File: config.mk
export PLATFORM = sky130hd
export DESIGN_NAME = rx_8b10b_top
export DESIGN_NICKNAME = d
export VERILOG_FILES = /design/src/hdl/line_code_pkg.sv /design/src/hdl/rx_ctrl_pkg.sv /design/src/hdl/comma_aligner.sv /design/src/hdl/code_group_decoder.sv /design/src/hdl/disparity_monitor.sv /design/src/hdl/rx_8b10b_top.sv
export VERILOG_INCLUDE_DIRS = /design/src /design/src/hdl
export SDC_FILE = /design/constraint.sdc
export NUM_CORES = 1
export LEC_CHECK = 0
export BUFFER_PORTS_ARGS = -buffer_cell sky130_fd_sc_hd__buf_2
export CORE_MARGIN = 2
export CORE_UTILIZATION = 60
export DETAILED_ROUTE_END_ITERATION = 6
export GPL_ROUTABILITY_DRIVEN = 0
export GPL_TIMING_DRIVEN = 0
export HOLD_SLACK_MARGIN = 0.06
export PLACE_DENSITY = 0.78
export SYNTH_ARGS = -nofsm -noshare
export SYNTH_HDL_FRONTEND = slang
export SYNTH_SLANG_ARGS = --single-unit
export TNS_END_PERCENT = 1
File: constraint.sdc
create_clock -name clk -period 5.4 [get_ports clk]
set_clock_uncertainty 0.05 [all_clocks]
set_input_delay 0.81 -clock clk [delete_from_list [all_inputs] [get_ports clk]]
set_output_delay 0.81 -clock clk [all_outputs]
set_load 0.01 [all_outputs]
File: src/hdl/rx_defs.svh
`ifndef RX_DEFS_SVH
`define RX_DEFS_SVH

// Widths of one code group and one decoded byte
`define RX_CODE_BITS  10
`define RX_BYTE_BITS  8

// Comma sequence as it sits in bits abcdeif
// The first bit sent is the MSB
`define RX_COMMA_BITS  7
`define RX_COMMA_MINUS 7'b0011111   // K28.1/5/7 at negative disparity
`define RX_COMMA_PLUS  7'b1100000   // Same commas at positive disparity

`endif

File: src/hdl/line_code_pkg.sv
`include "rx_defs.svh"

package line_code_pkg;

    typedef logic [`RX_CODE_BITS-1:0] code_group_t;  // abcdei in 9..4, fghj in 3..0
    typedef logic [`RX_BYTE_BITS-1:0] byte_t;        // HGF EDCBA, H at the top

    typedef logic [5:0] sub6_t;  // abcdei
    typedef logic [3:0] sub4_t;  // fghj

    typedef enum logic {
        rd_minus,
        rd_plus
    } rd_t;

    // Disparity class of one sub-block
    typedef enum logic [2:0] {
        sd_balanced,
        sd_plus,        // Two more ones than zeros
        sd_minus,       // Two more zeros than ones
        sd_minus_only,  // 111000 and 1100
        sd_plus_only    // 000111 and 0011
    } sub_disp_t;

endpackage

File: src/hdl/rx_ctrl_pkg.sv
`include "rx_defs.svh"

package rx_ctrl_pkg;

    // Aligner lock state
    typedef enum logic {
        st_hunt,
        st_locked
    } align_state_t;

    // Bits still to come in the current word, counts down to zero
    typedef logic [$clog2(`RX_CODE_BITS)-1:0] bit_count_t;

endpackage

File: src/hdl/comma_aligner.sv
`timescale 1ns/1ps
`include "rx_defs.svh"

module comma_aligner (
    input  logic                       clk,
    input  logic                       rst,
    input  logic                       serial_in,
    output line_code_pkg::code_group_t word,
    output logic                       word_valid
);

    localparam rx_ctrl_pkg::bit_count_t LAST_BIT = rx_ctrl_pkg::bit_count_t'(`RX_CODE_BITS - 1);

    line_code_pkg::code_group_t window;     // Newest bit at bit 0
    rx_ctrl_pkg::align_state_t  state;
    rx_ctrl_pkg::bit_count_t    bits_left;
    logic [`RX_COMMA_BITS-1:0]  head;
    logic                       comma_hit;
    logic                       boundary;

    // The comma occupies the first seven bits of a word
    assign head      = window[`RX_CODE_BITS-1 -: `RX_COMMA_BITS];
    assign comma_hit = (head == `RX_COMMA_MINUS) || (head == `RX_COMMA_PLUS);

    // A comma forces a boundary even while locked
    assign boundary = comma_hit ||
                      ((state == rx_ctrl_pkg::st_locked) && (bits_left == '0));

    always_ff @(posedge clk or posedge rst) begin
        if (rst) begin
            window <= '0;
        end else begin
            window <= {window[`RX_CODE_BITS-2:0], serial_in};
        end
    end

    // Lock FSM
    always_ff @(posedge clk or posedge rst) begin
        if (rst) begin
            state <= rx_ctrl_pkg::st_hunt;
        end else begin
            case (state)
                rx_ctrl_pkg::st_hunt: begin
                    if (comma_hit)
                        state <= rx_ctrl_pkg::st_locked;
                end
                default: state <= rx_ctrl_pkg::st_locked;  // Stay locked, commas only realign
            endcase
        end
    end

    // Word counter, restarted by every comma
    always_ff @(posedge clk or posedge rst) begin
        if (rst) begin
            bits_left <= LAST_BIT;
        end else if (comma_hit || bits_left == '0) begin
            bits_left <= LAST_BIT;
        end else begin
            bits_left <= bits_left - 1'b1;
        end
    end

    always_ff @(posedge clk or posedge rst) begin
        if (rst) begin
            word_valid <= 1'b0;
        end else begin
            word_valid <= boundary;
        end
    end

    always_ff @(posedge clk) begin
        if (boundary)
            word <= window;  // Full word sits in the window here
    end

endmodule

File: src/hdl/code_group_decoder.sv
`timescale 1ns/1ps

module code_group_decoder (
    input  logic                       clk,
    input  logic                       rst,
    input  logic                       word_valid,
    input  line_code_pkg::code_group_t word,
    output logic                       dec_valid,
    output logic                       dec_k,
    output logic                       dec_code_err,
    output line_code_pkg::byte_t       dec_data,
    output line_code_pkg::sub_disp_t   disp6,
    output line_code_pkg::sub_disp_t   disp4
);

    line_code_pkg::sub6_t      s6;
    line_code_pkg::sub4_t      s4;
    line_code_pkg::sub_disp_t  d6;
    line_code_pkg::sub_disp_t  d4;
    logic [4:0] edcba;
    logic [2:0] hgf;
    logic       v6;
    logic       v4;
    logic       k28;       // K28 6b sub-block
    logic       kx7;       // 6b forms of K23/27/29/30 that take A7
    logic       a7_lo;     // D.17, D.18, D.20 need 0111 at RD-
    logic       a7_hi;     // D.11, D.13, D.14 need 1000 at RD+
    logic       exit_plus;
    logic       exit_minus;
    logic       mix_err;
    logic       a7_err;
    logic       k_flag;
    logic       err_flag;

    function automatic line_code_pkg::sub_disp_t sub_class(
        input int   ones,
        input int   half,
        input logic low_form,
        input logic high_form
    );
        if (low_form)
            return line_code_pkg::sd_minus_only;
        else if (high_form)
            return line_code_pkg::sd_plus_only;
        else if (ones > half)
            return line_code_pkg::sd_plus;
        else if (ones < half)
            return line_code_pkg::sd_minus;
        else
            return line_code_pkg::sd_balanced;
    endfunction

    assign {s6, s4} = word;

    assign d6 = sub_class($countones(s6), 3, s6 == 6'b111000, s6 == 6'b000111);
    assign d4 = sub_class($countones(s4), 2, s4 == 4'b1100, s4 == 4'b0011);

    // 5b/6b lookup, both columns on one line
    always_comb begin
        v6 = 1'b1;
        case (s6)
            6'b100111, 6'b011000: edcba = 5'd0;
            6'b011101, 6'b100010: edcba = 5'd1;
            6'b101101, 6'b010010: edcba = 5'd2;
            6'b110001:            edcba = 5'd3;
            6'b110101, 6'b001010: edcba = 5'd4;
            6'b101001:            edcba = 5'd5;
            6'b011001:            edcba = 5'd6;
            6'b111000, 6'b000111: edcba = 5'd7;
            6'b111001, 6'b000110: edcba = 5'd8;
            6'b100101:            edcba = 5'd9;
            6'b010101:            edcba = 5'd10;
            6'b110100:            edcba = 5'd11;
            6'b001101:            edcba = 5'd12;
            6'b101100:            edcba = 5'd13;
            6'b011100:            edcba = 5'd14;
            6'b010111, 6'b101000: edcba = 5'd15;
            6'b011011, 6'b100100: edcba = 5'd16;
            6'b100011:            edcba = 5'd17;
            6'b010011:            edcba = 5'd18;
            6'b110010:            edcba = 5'd19;
            6'b001011:            edcba = 5'd20;
            6'b101010:            edcba = 5'd21;
            6'b011010:            edcba = 5'd22;
            6'b111010, 6'b000101: edcba = 5'd23;
            6'b110011, 6'b001100: edcba = 5'd24;
            6'b100110:            edcba = 5'd25;
            6'b010110:            edcba = 5'd26;
            6'b110110, 6'b001001: edcba = 5'd27;
            6'b001110, 6'b001111, 6'b110000: edcba = 5'd28;
            6'b101110, 6'b010001: edcba = 5'd29;
            6'b011110, 6'b100001: edcba = 5'd30;
            6'b101011, 6'b010100: edcba = 5'd31;
            default: begin
                edcba = 5'd0;
                v6    = 1'b0;  // 000000, 111111 and other unused forms
            end
        endcase
    end

    // 3b/4b lookup
    always_comb begin
        v4 = 1'b1;
        case (s4)
            4'b1011, 4'b0100: hgf = 3'd0;
            4'b1001:          hgf = 3'd1;
            4'b0101:          hgf = 3'd2;
            4'b1100, 4'b0011: hgf = 3'd3;
            4'b1101, 4'b0010: hgf = 3'd4;
            4'b1010:          hgf = 3'd5;
            4'b0110:          hgf = 3'd6;
            4'b1110, 4'b0001, 4'b0111, 4'b1000: hgf = 3'd7;
            default: begin
                hgf = 3'd0;
                v4  = 1'b0;
            end
        endcase
        // After 110000 the K table swaps x.1 with x.6 and x.2 with x.5
        if (s6 == 6'b110000 && (s4 == 4'b1001 || s4 == 4'b0110 ||
                                s4 == 4'b0101 || s4 == 4'b1010))
            hgf = ~hgf;
    end

    assign k28   = (s6 == 6'b001111) || (s6 == 6'b110000);
    assign kx7   = (s6 == 6'b111010) || (s6 == 6'b110110) || (s6 == 6'b101110) ||
                   (s6 == 6'b011110) || (s6 == 6'b000101) || (s6 == 6'b001001) ||
                   (s6 == 6'b010001) || (s6 == 6'b100001);
    assign a7_lo = (s6 == 6'b100011) || (s6 == 6'b010011) || (s6 == 6'b001011);
    assign a7_hi = (s6 == 6'b110100) || (s6 == 6'b101100) || (s6 == 6'b011100);

    // Disparity leaving the 6b sub-block must admit the 4b one
    assign exit_plus  = (d6 == line_code_pkg::sd_plus) || (d6 == line_code_pkg::sd_plus_only);
    assign exit_minus = (d6 == line_code_pkg::sd_minus) || (d6 == line_code_pkg::sd_minus_only);
    assign mix_err = (exit_plus && (d4 == line_code_pkg::sd_plus ||
                                    d4 == line_code_pkg::sd_minus_only)) ||
                     (exit_minus && (d4 == line_code_pkg::sd_minus ||
                                     d4 == line_code_pkg::sd_plus_only));

    // A7 only where the run-length rule or a K code calls for it, P7 never there
    assign a7_err = (s4 == 4'b0111 && !(a7_lo || kx7 || s6 == 6'b110000)) ||
                    (s4 == 4'b1000 && !(a7_hi || kx7 || s6 == 6'b001111)) ||
                    (s4 == 4'b1110 && (a7_lo || k28)) ||
                    (s4 == 4'b0001 && (a7_hi || k28));

    assign k_flag   = k28 || (kx7 && (s4 == 4'b0111 || s4 == 4'b1000));
    assign err_flag = !v6 || !v4 || mix_err || a7_err;

    always_ff @(posedge clk or posedge rst) begin
        if (rst) begin
            dec_valid <= 1'b0;
        end else begin
            dec_valid <= word_valid;
        end
    end

    always_ff @(posedge clk) begin
        if (word_valid) begin
            dec_data     <= {hgf, edcba};
            dec_k        <= k_flag;
            dec_code_err <= err_flag;
            disp6        <= d6;
            disp4        <= d4;
        end
    end

endmodule

File: src/hdl/disparity_monitor.sv
`timescale 1ns/1ps

module disparity_monitor (
    input  logic                     clk,
    input  logic                     rst,
    input  logic                     dec_valid,
    input  logic                     dec_k,
    input  logic                     dec_code_err,
    input  line_code_pkg::byte_t     dec_data,
    input  line_code_pkg::sub_disp_t disp6,
    input  line_code_pkg::sub_disp_t disp4,
    output logic                     rx_valid,
    output logic                     rx_k,
    output logic                     code_err,
    output logic                     disp_err,
    output line_code_pkg::byte_t     rx_data,
    output line_code_pkg::rd_t       disp
);

    line_code_pkg::rd_t rd_mid;   // Between the two sub-blocks
    line_code_pkg::rd_t rd_end;
    logic               bad_disp;

    // Unbalanced sub-blocks flip the disparity, legal or not
    function automatic line_code_pkg::rd_t rd_after(
        input line_code_pkg::rd_t       rd,
        input line_code_pkg::sub_disp_t cls
    );
        case (cls)
            line_code_pkg::sd_plus:  return line_code_pkg::rd_plus;
            line_code_pkg::sd_minus: return line_code_pkg::rd_minus;
            default:                 return rd;
        endcase
    endfunction

    function automatic logic rd_legal(
        input line_code_pkg::rd_t       rd,
        input line_code_pkg::sub_disp_t cls
    );
        case (cls)
            line_code_pkg::sd_plus, line_code_pkg::sd_minus_only:
                return rd == line_code_pkg::rd_minus;
            line_code_pkg::sd_minus, line_code_pkg::sd_plus_only:
                return rd == line_code_pkg::rd_plus;
            default:
                return 1'b1;
        endcase
    endfunction

    assign rd_mid   = rd_after(disp, disp6);
    assign rd_end   = rd_after(rd_mid, disp4);
    assign bad_disp = !rd_legal(disp, disp6) || !rd_legal(rd_mid, disp4);

    // disp doubles as the running disparity state
    always_ff @(posedge clk or posedge rst) begin
        if (rst) begin
            rx_valid <= 1'b0;
            code_err <= 1'b0;
            disp_err <= 1'b0;
            disp     <= line_code_pkg::rd_minus;
        end else begin
            rx_valid <= dec_valid;
            if (dec_valid) begin
                code_err <= dec_code_err;
                disp_err <= bad_disp;
                disp     <= rd_end;
            end
        end
    end

    always_ff @(posedge clk) begin
        if (dec_valid) begin
            rx_data <= dec_data;
            rx_k    <= dec_k;
        end
    end

endmodule

File: src/hdl/rx_8b10b_top.sv
`timescale 1ns/1ps

module rx_8b10b_top (
    input  logic                 clk,
    input  logic                 rst,
    input  logic                 serial_in,
    output logic                 rx_valid,
    output logic                 rx_k,
    output logic                 code_err,
    output logic                 disp_err,
    output line_code_pkg::byte_t rx_data,
    output line_code_pkg::rd_t   disp
);

    line_code_pkg::code_group_t word;
    logic                       word_valid;
    logic                       dec_valid;
    logic                       dec_k;
    logic                       dec_code_err;
    line_code_pkg::byte_t       dec_data;
    line_code_pkg::sub_disp_t   disp6;
    line_code_pkg::sub_disp_t   disp4;

    comma_aligner u_aligner (
        .clk        (clk),
        .rst        (rst),
        .serial_in  (serial_in),
        .word       (word),
        .word_valid (word_valid)
    );

    code_group_decoder u_decoder (
        .clk          (clk),
        .rst          (rst),
        .word_valid   (word_valid),
        .word         (word),
        .dec_valid    (dec_valid),
        .dec_k        (dec_k),
        .dec_code_err (dec_code_err),
        .dec_data     (dec_data),
        .disp6        (disp6),
        .disp4        (disp4)
    );

    disparity_monitor u_monitor (
        .clk          (clk),
        .rst          (rst),
        .dec_valid    (dec_valid),
        .dec_k        (dec_k),
        .dec_code_err (dec_code_err),
        .dec_data     (dec_data),
        .disp6        (disp6),
        .disp4        (disp4),
        .rx_valid     (rx_valid),
        .rx_k         (rx_k),
        .code_err     (code_err),
        .disp_err     (disp_err),
        .rx_data      (rx_data),
        .disp         (disp)
    );

endmodule

# Yosys cells after proc, flatten, opt, wreduce, memory -nomap -nowiden
# Index checks and enable logic that the tools add are counted.
[totals]
register_bits = 56
inputBits = 3
[classes]
addsub = 9
n_lt_le_gt_ge = 4
n_eq_ne = 80
n_mux = 20
n_bitwise = 3
reduce_logical = 77
[op_table]
columns = ["op", "count"]
rows = [
  ["$pmux 5 s31", 1],
  ["$eq 6x6->1 const B", 24],
  ["$add 32x32->32", 3],
  ["$eq 6x5->1 const B", 14],
  ["$gt 32x3->1 const B", 2],
  ["$lt 32x3->1 const B", 2],
  ["$reduce_or 48->1", 1],
  ["$eq 6x4->1 const B", 7],
  ["$logic_or 1x1->1", 38],
  ["$reduce_or 2->1", 19],
  ["$eq 4x4->1 const B", 7],
  ["$eq 3x2->1 const B", 8],
  ["$mux 3", 7],
  ["$pmux 3 s7", 1],
  ["$eq 6x3->1 const B", 3],
  ["$eq 4x3->1 const B", 4],
  ["$reduce_or 14->1", 1],
  ["$eq 3x1->1 const B", 4],
  ["$eq 3x3->1 const B", 4],
  ["$add 1x1->2", 5],
  ["$logic_and 1x1->1", 9],
  ["$eq 4x2->1 const B", 2],
  ["$pmux 1 s2", 4],
  ["$eq 7x5->1 const B", 1],
  ["12 further kinds", 22],
]

# Depth between registers and ports, before layout
[depth]
depth_word = 16
ltp_mapped = 12

# Modules after synthesis
# From an unflattened synthesis, not the netlist that was laid out.
[unflattened]
hier_cells = 350
hier_area_um2 = 3460.8
[modules_own_cells]
columns = ["mod", "n_inst", "cells_per_inst", "area_each_um2", "seq_area_each_um2"]
rows = [
  ["code_group_decoder", 1, 267, 2092.0, 505.5],
  ["comma_aligner", 1, 49, 863.3, 703.2],
  ["disparity_monitor", 1, 34, 505.5, 370.4],
]

# Least setup slack after synthesis
# OpenSTA, ideal clock, no wires.
[synth_path]
path_kind = "register -> register"
from = "reg u_aligner.word[8]"
to = "reg u_decoder.dec_code_err, data pin"
setup_ns = 0.270
arrival_time_ns = 2.076
required_ns = 5.080
slack_ns = 3.003
path_stages_with_launch = 10
period_less_slack_ns = 2.397
path_cell_list = "edfxtp_1 > ha_1 > fa_1 > ha_1 > inv_1 > ha_1 > o2111ai_1 > a222oi_1 > nor3b_1 > o211ai_2"
[synth_between]
elab_chain_len = 16
[synth_rtl]
columns = ["item", "line", "rtl"]
rows = [
  ["start, declared", "comma_aligner.sv:8", "output line_code_pkg::code_group_t word,"],
  ["start signal, assigned", "comma_aligner.sv:73", "word <= window;"],
  ["parallel branches: the longest is 15 deep, another holds $add 32x32->32", "-", ""],
  ["$logic_or 1x1->1 (*)", "code_group_decoder.sv:146", "assign err_flag = !v6 || !v4 || mix_err || a7_err;"],
  ["net u_decoder.err_flag", "code_group_decoder.sv:33", "logic err_flag;"],
  ["end signal, assigned", "code_group_decoder.sv:160", "dec_code_err <= err_flag;"],
  ["end, declared", "code_group_decoder.sv:10", "output logic dec_code_err,"],
]
# Mark *: on every way through the listed nets, which the timed path passes.
# A chain may end at the register's enable or synchronous reset.

# Worst setup path after layout
# Ends and elaborated chain as after synthesis.

==> metrics <==
status=finished clean; Setup Fix Bufs, Post-CTS=0; routed wire length per instance=between 10 and 15 um; FF-to-FF Start=u_aligner.word[8]$_DFFE_PP_; TritonCTS buffer count=5; Post-synth EDFFs=35; Die W=79.3 um; max_cap viols=0; core area=about 0.0055 mm2; CTS tree=yes; Final setup viols=0; first-pass GRT wire length=approximately 11000 um; Synth area leader=edfxtp_1; Avg Cell Area, Syn=around 11 um2; Worst IR Drop VDD=~0.23 mV; CTS sink count=between 50 and 60; Iteration-0 DRC Markers=208; critical path data arrival time=2.72 ns; asr flop ratio synth=approximately 38%; startpoint types=register; area share of the largest cell type after synthesis=a little under a third; DP Worst Slack=roughly 2.7 ns; clock slew at reported path FFs=0.10 ns; flops & latches, synth=56; grt total ovfl=0; max frequency=368 MHz; # resized after CTS=0; Power Dens Cells=approximately 320 mW/mm2; antenna viol nets, final=0; routed vias=between 2000 and 2500; final critical-path required period=around 2.7 ns; initial antenna violation count=0; FILL cells=443; commonest non-fill, non-tap cell in the layout=edfxtp_1; CTS Hold Buffers Added=0; pin count of the biggest net entering global routing=22; FF-to-FF End=u_decoder.dec_code_err$_DFFE_PP_; die footprint=0.00628 mm2; Longest Clk Path Bufs=2; worst setup path start=u_aligner.word[8]$_DFFE_PP_; crit end category=register; dominant synthesized flop cell=edfxtp_1; Worst R2R Path Depth=12; htree depth=2; insertion delay to the later sink of the worst-skew pair=roughly 0.31 ns; worst reg2reg setup slack=2.68 ns; Synthesized Nets=348; Relative slew margins=41.1%; Yosys cell types=slightly above 60; Ports=16; Setup WS post-layout=around 2.7 ns; Final Hold Viols=0; synth top area cells=edfxtp_1, dfrtp_1, ha_1, nand2_1, buf_6; RSZ-0062 raised after global routing=no; n_diodes=0; Final Cycle Share=50.3%; synthesis-to-finish area growth=7.99%; HP Class=register to register; final slew viol count=0; Initial Util=62.1%; Final HPWL DP=4560 um; drt total wl=6100 um; Remaining DRCs=0; share of cells above drive strength 1=17.6%; Critical Path Sink=u_decoder.dec_code_err$_DFFE_PP_; Final #Nets=370; Mapped Cells=317; vias in the first global route=2352; Tot GR Track Use=21.6%; via/cell ratio=5.92; PortBufs=15; num rows=27; TNS Setup=0 ns; Pre-antenna DRT Iters=4; Setup Crit Path Kind=register to register; YS warnings=0; worst slew pin tran=0.881 ns; most frequent cells in the layout=edfxtp_1, nand2_1, inv_1, ha_1, nand3_1; Die Height=~79 um; CTS root buf=clkbuf_8; Seq/Total Area, Yosys=46.5%; Mapped Area=0.00340 mm2; Pleak=approximately 1.6 nW; critical path peak fanout=3; Crit path required time=5.40 ns
per-layer routing:
metal | global-route usage, % | vias up | share of wire [%]
met5 | 0 | - | 0
met3 | 4.09 | 7 | 5.7
met4 | 7.59 | 0 | 1.5
li1 | - | 1191 | -
met1 | 26.9 | 1152 | 42
met2 | 37.8 | 90 | 51
layout make-up:
cell class / instances / area (um2) / area share [%]
clock buffers: 7 / 97.6 / 2.66
flip-flops and latches: 56 / 1580 / 43.0
plain buffers: 19 / 189 / 5.15
repair buffers: 15 / 75.1 / 2.05
multi-input cells: 215 / 1530 / 41.7
inverters: 27 / 101 / 2.76
well taps: 72 / 90.1 / 2.45
clock inverters: 1 / 8.76 / 0.239
registers in the layout, summed over array words and instances, names as in the netlist:
register and flops:
u_monitor.disp 1, u_monitor.rx_data 8, u_monitor.rx_k 1, u_monitor.code_err 1, u_aligner.bits_left 4, u_aligner.word_valid 1
u_aligner.window 10, u_decoder.dec_valid 1, u_monitor.rx_valid 1, u_aligner.word 10, u_decoder.disp4 3, u_decoder.dec_code_err 1
u_monitor.disp_err 1, u_decoder.dec_data 8, u_decoder.dec_k 1, u_aligner.state 1, u_decoder.disp6 3
cells in the mapped netlist (2+ instances only):
master / number
a21boi_0: 3
a21o_1: 2
a21oi_1: 10
a221oi_1: 2
a22o_1: 11
a22oi_1: 4
a311oi_1: 2
a31oi_1: 2
a32oi_1: 2
and2_1: 3
and3_1: 7
and3_2: 3
buf_6: 11
buf_8: 2
clkbuf_1: 2
clkbuf_4: 2
dfrtp_1: 19
dfstp_2: 2
edfxtp_1: 35
fa_1: 3
ha_1: 25
inv_1: 27
nand2_1: 34
nand2_2: 4
nand3_1: 20
nand3_2: 2
nand4_1: 7
nor2_1: 11
nor2b_1: 4
nor3_1: 3
o211ai_1: 4
o21ai_0: 15
o31ai_1: 2
or2_2: 2
or4_1: 2
xnor2_1: 2
kinds of logic (layout without fill, tap and decap cells):
group	Yosys count	in the layout	synth area share (%)
AOI/OAI and AO/OA	71	71	15.5
xor gates and xnor gates	3	3	0.773
adders and majority gates	28	28	11.0
buffers and inverters	46	69	8.54
DFF	56	56	46.5
muxes	1	1	0.331
and+or+nand+nor	112	112	17.5
power by group:
part	switching, W	total (W)	internal, W
Sequential	0.0000436	0.000579	0.000535
Clock	0.000133	0.000254	0.000122
Combinational	0.000199	0.000354	0.000155
Total	0.000375	0.00119	0.000812
stage by stage:
| step | total power [W] | instances | instance area (um2) | hold slack [ns] | util [%] |
|---|---|---|---|---|---|
| floorplan | 0.000852 | 317 | 3400 | 0.299 | - |
| finish | 0.00119 | 412 | 3670 | 0.334 | 67.1 |
| CTS | 0.00119 | 412 | 3670 | 0.339 | 67.1 |
| global placement | 0.000929 | 404 | 3560 | 0.309 | 65.1 |
| global route | 0.00127 | 412 | 3670 | 0.359 | 67.1 |
| detailed placement | 0.000942 | 404 | 3560 | 0.318 | 65.1 |
worst max-delay path, stage by stage, from the launching register on:
cell,delay [ns]
edfxtp_1,0.39
inv_1,0.08
ha_1,0.28
inv_1,0.05
fa_1,0.41
inv_1,0.07
ha_1,0.14
inv_1,0.05
ha_1,0.22
o2111ai_1,0.14
a222oi_1,0.16
nor3b_1,0.28
o211ai_2,0.13
how the worst min path moves through the flow:
stage / from / to / depth (start not counted)
after global placement: u_aligner.window[0]$_DFF_PP0_ / u_aligner.window[1]$_DFF_PP0_ / 0
final: u_aligner.window[0]$_DFF_PP0_ / u_aligner.window[1]$_DFF_PP0_ / 0
after floorplan: u_aligner.window[0]$_DFF_PP0_ / u_aligner.window[1]$_DFF_PP0_ / 0
after global routing: u_aligner.window[2]$_DFF_PP0_ / u_aligner.window[3]$_DFF_PP0_ / 0
after detailed placement: u_aligner.window[0]$_DFF_PP0_ / u_aligner.window[1]$_DFF_PP0_ / 0
after CTS: u_aligner.window[0]$_DFF_PP0_ / u_aligner.window[1]$_DFF_PP0_ / 0
Power figures use the tool's default switching activity.
